### src/rtl/dct_settings.svh
`ifndef DCT_SETTINGS_SVH
`define DCT_SETTINGS_SVH

// block geometry
`define DCT_SIZE 8

// input samples
`define DCT_PIXEL_WIDTH 8
`define DCT_LEVEL_SHIFT 128

// fixed-point cosine matrix, 14 fraction bits
`define DCT_MATRIX_WIDTH 15
`define DCT_FRAC_BITS 14

// row results and final coefficients share one width
`define DCT_COEF_WIDTH 11

// accumulators hold eight full-precision products
`define DCT_ROW_ACC_WIDTH 26
`define DCT_COL_ACC_WIDTH 28

`endif
### src/rtl/dctTypesPkg.sv
`include "dct_settings.svh"

package dctTypesPkg;

	// raw unsigned pixel as it arrives
	typedef logic [`DCT_PIXEL_WIDTH-1:0] pixel_t;

	// pixel minus 128, range -128..127
	typedef logic signed [`DCT_PIXEL_WIDTH:0] shiftedPixel_t;

	// rounded transform value
	typedef logic signed [`DCT_COEF_WIDTH-1:0] coef_t;

	// one row after the horizontal pass, index u
	typedef coef_t [`DCT_SIZE-1:0] rowCoefs_t;

	// whole block, index v*8+u
	typedef coef_t [`DCT_SIZE*`DCT_SIZE-1:0] coefBlock_t;

endpackage

### src/rtl/dctMatrixPkg.sv
`include "dct_settings.svh"

package dctMatrixPkg;

	typedef logic signed [`DCT_MATRIX_WIDTH-1:0] matrixEntry_t;

	// c(k)*cos((2n+1)k*pi/16) scaled by 2^14, row k is the frequency
	localparam matrixEntry_t dctMatrix [`DCT_SIZE][`DCT_SIZE] = '{
		'{ 15'sd5793,  15'sd5793,  15'sd5793,  15'sd5793,
		   15'sd5793,  15'sd5793,  15'sd5793,  15'sd5793},
		'{ 15'sd8035,  15'sd6811,  15'sd4551,  15'sd1598,
		  -15'sd1598, -15'sd4551, -15'sd6811, -15'sd8035},
		'{ 15'sd7568,  15'sd3135, -15'sd3135, -15'sd7568,
		  -15'sd7568, -15'sd3135,  15'sd3135,  15'sd7568},
		'{ 15'sd6811, -15'sd1598, -15'sd8035, -15'sd4551,
		   15'sd4551,  15'sd8035,  15'sd1598, -15'sd6811},
		'{ 15'sd5793, -15'sd5793, -15'sd5793,  15'sd5793,
		   15'sd5793, -15'sd5793, -15'sd5793,  15'sd5793},
		'{ 15'sd4551, -15'sd8035,  15'sd1598,  15'sd6811,
		  -15'sd6811, -15'sd1598,  15'sd8035, -15'sd4551},
		'{ 15'sd3135, -15'sd7568,  15'sd7568, -15'sd3135,
		  -15'sd3135,  15'sd7568, -15'sd7568,  15'sd3135},
		'{ 15'sd1598, -15'sd4551,  15'sd6811, -15'sd8035,
		   15'sd8035, -15'sd6811,  15'sd4551, -15'sd1598}
	};

	// half an LSB of the rounded result
	localparam logic signed [`DCT_COL_ACC_WIDTH-1:0] roundHalf =
		`DCT_COL_ACC_WIDTH'(1) << (`DCT_FRAC_BITS - 1);

	// entry for frequency k at sample position n
	function automatic matrixEntry_t matrixAt(
		input logic [2:0] k,
		input logic [2:0] n
	);
		return dctMatrix[k][n];
	endfunction

	// round half up, then drop the fraction bits
	// row accumulators are sign extended on the way in
	function automatic dctTypesPkg::coef_t roundFixed(
		input logic signed [`DCT_COL_ACC_WIDTH-1:0] acc
	);
		logic signed [`DCT_COL_ACC_WIDTH-1:0] biased;
		logic signed [`DCT_COL_ACC_WIDTH-1:0] scaled;

		biased = acc + roundHalf;
		scaled = biased >>> `DCT_FRAC_BITS;
		return dctTypesPkg::coef_t'(scaled[`DCT_COEF_WIDTH-1:0]);
	endfunction

endpackage

### src/rtl/dctRowTransform.sv
`timescale 1ns/10ps
`include "dct_settings.svh"

module dctRowTransform (
	input  logic                   clk,
	input  logic                   rst,
	input  logic                   pixelValid,
	input  dctTypesPkg::pixel_t    pixel,
	output logic                   rowValid,
	output dctTypesPkg::rowCoefs_t rowCoefs
);

	// position of the next pixel inside its row
	logic [2:0] column;

	// last pixel of a row went into the accumulators
	logic rowDone;

	dctTypesPkg::shiftedPixel_t shifted;

	logic signed [`DCT_ROW_ACC_WIDTH-1:0] product [`DCT_SIZE];
	logic signed [`DCT_ROW_ACC_WIDTH-1:0] acc [`DCT_SIZE];

	// level shift centres the pixel on zero
	assign shifted = dctTypesPkg::shiftedPixel_t'({1'b0, pixel})
		- dctTypesPkg::shiftedPixel_t'(`DCT_LEVEL_SHIFT);

	// one product per horizontal frequency
	always_comb begin
		for (int u = 0; u < `DCT_SIZE; u++) begin
			product[u] = shifted * dctMatrixPkg::matrixAt(3'(u), column);
		end
	end

	always_ff @(posedge clk) begin
		if (rst) begin
			column  <= '0;
			rowDone <= 1'b0;
		end else begin
			rowDone <= pixelValid && (column == 3'(`DCT_SIZE - 1));
			if (pixelValid) begin
				// wraps to zero after the 8th pixel
				column <= column + 3'd1;
			end
		end
	end

	// column zero starts a fresh row, no separate clear needed
	always_ff @(posedge clk) begin
		if (pixelValid) begin
			for (int u = 0; u < `DCT_SIZE; u++) begin
				if (column == 3'd0) begin
					acc[u] <= product[u];
				end else begin
					acc[u] <= acc[u] + product[u];
				end
			end
		end
	end

	always_ff @(posedge clk) begin
		if (rst) begin
			rowValid <= 1'b0;
		end else begin
			rowValid <= rowDone;
		end
	end

	// accumulators may already be reloading for the next row here,
	// the old sums are still read on this edge
	always_ff @(posedge clk) begin
		if (rowDone) begin
			for (int u = 0; u < `DCT_SIZE; u++) begin
				rowCoefs[u] <= dctMatrixPkg::roundFixed(acc[u]);
			end
		end
	end

endmodule

### config.mk
export PLATFORM = sky130hd
export DESIGN_NAME = dctRowTransform
export DESIGN_NICKNAME = d
export VERILOG_FILES = /design/src/rtl/dctTypesPkg.sv /design/src/rtl/dctMatrixPkg.sv /design/src/rtl/dctRowTransform.sv
export VERILOG_INCLUDE_DIRS = /design/src /design/src/rtl
export SDC_FILE = /design/constraint.sdc
export NUM_CORES = 2
export LEC_CHECK = 0
export ABC_AREA = 1
export ABC_CLOCK_PERIOD_IN_PS = 7000
export BUFFER_PORTS_ARGS = -buffer_cell sky130_fd_sc_hd__buf_2
export CORE_ASPECT_RATIO = 1.25
export CORE_MARGIN = 1
export CORE_UTILIZATION = 55
export DETAILED_ROUTE_END_ITERATION = 8
export PLACE_DENSITY_LB_ADDON = 0.08
export SYNTH_ARGS = -nofsm -noshare
export SYNTH_HDL_FRONTEND = slang
export SYNTH_SLANG_ARGS = --single-unit
### constraint.sdc
create_clock -name clk -period 7 [get_ports clk]
set_clock_uncertainty 0.2 [all_clocks]
set_input_delay 0.7 -clock clk [delete_from_list [all_inputs] [get_ports clk]]
set_output_delay 0.7 -clock clk [all_outputs]
set_load 0.01 [all_outputs]
==> results.md <==
• 8727 — number of nets in the synthesized netlist
• 6 — maximum fanout along the worst path
• 9745 — number of nets in the finished design
• 6.797 ns — final period demand of the worst path
• column[0] — launch instance of the worst register-to-register path
• 293 — register bit total from synthesis
• 18.04 µm — routed wire length per instance
• 271.5 mm — wire length of the first global-routing pass
• 131 — Placement Rows
• 0% — share of async-settable or async-resettable flops after synthesis
• 289.6 µm — width of the chip
• 7.15 ns — required time of the critical path
• 22.49% — ratio of cells with drive above 1 in the final layout
• acc[1][75] — endpoint of the lowest-slack register-to-register path
• 145.3 mm — HPWL reported at the end of detailed placement
• 0 — antenna violation net count after detailed routing
• 5.323 — ratio of routed vias to standard cells
• sky130_fd_sc_hd__clkbuf_16 — cell at the root of the clock tree
• 0 — remaining design rule violation count
• 7 — number of buffer and inverter stages on the critical path
• 0.62 ns — latest clock arrival within the worst-skew pair
• flip-flop — startpoint types
• 0 — number of violations of the max-capacitance limit
• 0 — number of diodes
• 8761 µm² — area taken by flip-flops and latches
• 33.22% — all-layer global routing usage
• 99 — number of port buffers
• 8625 — Filler Cells Inserted
• 36.90% — relative slew slack
• 0.2034 ns — final critical-path setup slack
• 71350 µm² — final non-filler cell area
• 0.66 ns — Largest stage delay, worst path
• sky130_fd_sc_hd__fa_2 — slowest cell on the critical path
• rowValid — Hold EP
• 55.58% — starting density of the core
• 0 — Synthesis Warnings
• 32 — number of cell instances on the worst register-to-register path
• done — clock tree from TritonCTS
• 40 — number of buffers added by the clock tree synthesis step
• adder cells — critical path's top delay family
• 52 — number of distinct library cells after synthesis
• 102300 µm² — area inside the core boundary
• 97.09% — portion of the clock cycle consumed by the worst path in the final layout
• 0.1471 GHz — max frequency
• 293 — Sinks on Clock Net
• completed — run status
• 2899 — DRC marker count from the first detailed-route iteration
• 0 — Final Setup Violations
• sky130_fd_sc_hd__nand2_1 — critical path's most frequent cell
• in2reg — path category of the worst min-delay check
• 6 — DRT Pass-1 Iters
• sky130_fd_sc_hd__edfxtp_1 — Top FF cell, synth
• 2 — number of H-tree levels
• 1687 x sky130_fd_sc_hd__nand2_1, 1427 x sky130_fd_sc_hd__inv_1, 920 x sky130_fd_sc_hd__buf_4 — most frequent cells in the layout
• reg2reg — critical path class
• -0.3893 ns — worst-case setup slack after placement
• 361.4 µm — Die Y-Extent
• 2 — number of cells on the worst hold path
• yes — setup repair after global routing missed its margin
• 0 — gr ovfl total
• 56850 µm² — Synth Cell Area
• 144 — pin count of the biggest net entering global routing
• 0 — Final Hold Vio Count
• 175.1 mm — Total Wirelength
• 15.39% — post-synthesis sequential area ratio
• 51673 — vias
• 0.20 ns — r2r setup slk
• 288 — number of synthesized flops with an enable pin
• flip-flop — capturing element type of the critical path
• 65880 µm² — dpl cell area
• 3 — Bufs on Longest Clock Path
• 0.07 ns — clock-pin slew reported for the worst setup and hold paths after clock tree synthesis
• 6.95 ns — worst path arrival time
• 25.52% — Area Growth Syn to Fin
• 1.024 — weighted congestion reported at the end of routability-driven placement
• 100 — number of I/O pins
• rst — hold_sp
• 7.757 µm² — synthesized area per cell
• 3 — antenna violations before repair
• 52654 — number of global-route vias before repair
• 104700 µm² — Die Outline Area
• 0 — number of pins exceeding their max-slew limit in the final report
• 0.9466 ns — actual transition at the worst max-transition pin
• 7329 — Mapped Cells
• sky130_fd_sc_hd__nand2_1 — most common cell after layout, fill and taps aside
• 45910 µm² — area of the multi-input gates
-- per-stage QoR --
step | instances | hold slack (ns) | setup TNS (ns) | utilization (%)
after global routing | 9707 | 0.2105 | -2.669 | 69.76
after detailed placement | 9601 | 0.3132 | -13.70 | 64.41
after CTS | 9673 | 0.1783 | 0 | 66.12
after global placement | 9601 | 0.2912 | -11.03 | 64.41
after floorplan | 7329 | 0.3592 | 0 | -
final | 9707 | 0.2150 | 0 | 69.76
-- final cells by class --
cell class / instances / share of cell area, %
clock inverter: 26 / 0.2981
sequential: 293 / 12.28
tap: 1330 / 2.332
clock buffer: 46 / 1.464
inverter: 1502 / 7.952
timing repair buffer: 1057 / 11.33
multi-input combinational: 5453 / 64.34
-- sequential cells by signal, indices dropped and copies added (netlist names) --
| signal | count |
|---|---|
| rowValid | 1 |
| column | 3 |
| acc | 200 |
| rowDone | 1 |
| rowCoefs | 88 |
-- timing repair --
item | CTS | global route
setup endpoints to repair | 84 | 108
hold buffers | 0 | 0
hold endpoints to repair | 0 | 0
gates resized for setup | 123 | 767
pin swaps | 13 | 181
buffers inserted | 0 | 35
-- Yosys cell counts (9+ instances only) --
master / count / area [µm²]
sky130_fd_sc_hd__a21o_1: 25 / 187.7
sky130_fd_sc_hd__a21oi_1: 368 / 1842
sky130_fd_sc_hd__a31oi_1: 9 / 56.30
sky130_fd_sc_hd__and2_1: 65 / 406.6
sky130_fd_sc_hd__buf_2: 29 / 145.1
sky130_fd_sc_hd__clkbuf_1: 38 / 142.6
sky130_fd_sc_hd__edfxtp_1: 288 / 8648
sky130_fd_sc_hd__fa_1: 747 / 14950
sky130_fd_sc_hd__ha_1: 640 / 8008
sky130_fd_sc_hd__inv_1: 1490 / 5593
sky130_fd_sc_hd__nand2_1: 1789 / 6715
sky130_fd_sc_hd__nand2_2: 10 / 62.56
sky130_fd_sc_hd__nand3_1: 359 / 1797
sky130_fd_sc_hd__nand3b_1: 33 / 247.7
sky130_fd_sc_hd__nand4_1: 123 / 769.5
sky130_fd_sc_hd__nor2_1: 605 / 2271
sky130_fd_sc_hd__nor3_1: 60 / 300.3
sky130_fd_sc_hd__o21ai_0: 225 / 1126
sky130_fd_sc_hd__o21ai_1: 9 / 45.04
sky130_fd_sc_hd__o21bai_1: 56 / 420.4
sky130_fd_sc_hd__or2_2: 13 / 81.33
sky130_fd_sc_hd__xnor2_1: 90 / 788.3
sky130_fd_sc_hd__xor2_1: 169 / 1480
-- metal layers --
| layer | part of all wire, % | GRT usage [%] | up-vias |
|---|---|---|---|
| li1 | - | - | 25044 |
| met1 | 39 | 39.50 | 24833 |
| met2 | 50 | 59.06 | 1335 |
| met3 | 4.9 | 3.720 | 457 |
| met4 | 5.6 | 16.15 | 4 |
| met5 | 0.012 | 0 | - |
-- logic make-up (layout without fill, tap and decap cells) --
family | after synthesis | in the layout | synth area share [%]
AND/OR/NAND/NOR | 3087 | 3087 | 22.68
adder cells (fa/ha/maj) | 1387 | 1387 | 40.39
multiplexers | 2 | 2 | 0.03961
XOR/XNOR | 261 | 261 | 4.048
flip-flops | 293 | 293 | 15.39
buffers and inverters | 1583 | 2631 | 10.64
AO/OA/AOI/OAI | 716 | 716 | 6.814
-- worst max-delay path by stage --
stage,from,endpoint,cells after the start
2_1_floorplan,column[0],acc[0][74],38
3_3_place_gp,column[1],acc[0][48],37
3_5_place_dp,column[1],acc[0][48],37
4_1_cts,column[0],acc[1][76],33
5_1_grt,column[0],acc[0][76],38
6_report,column[0],acc[1][75],32
Power is left out: the tool's default activity adds up to more than one toggle a clock period on the data nets, which glitch-free logic cannot reach.
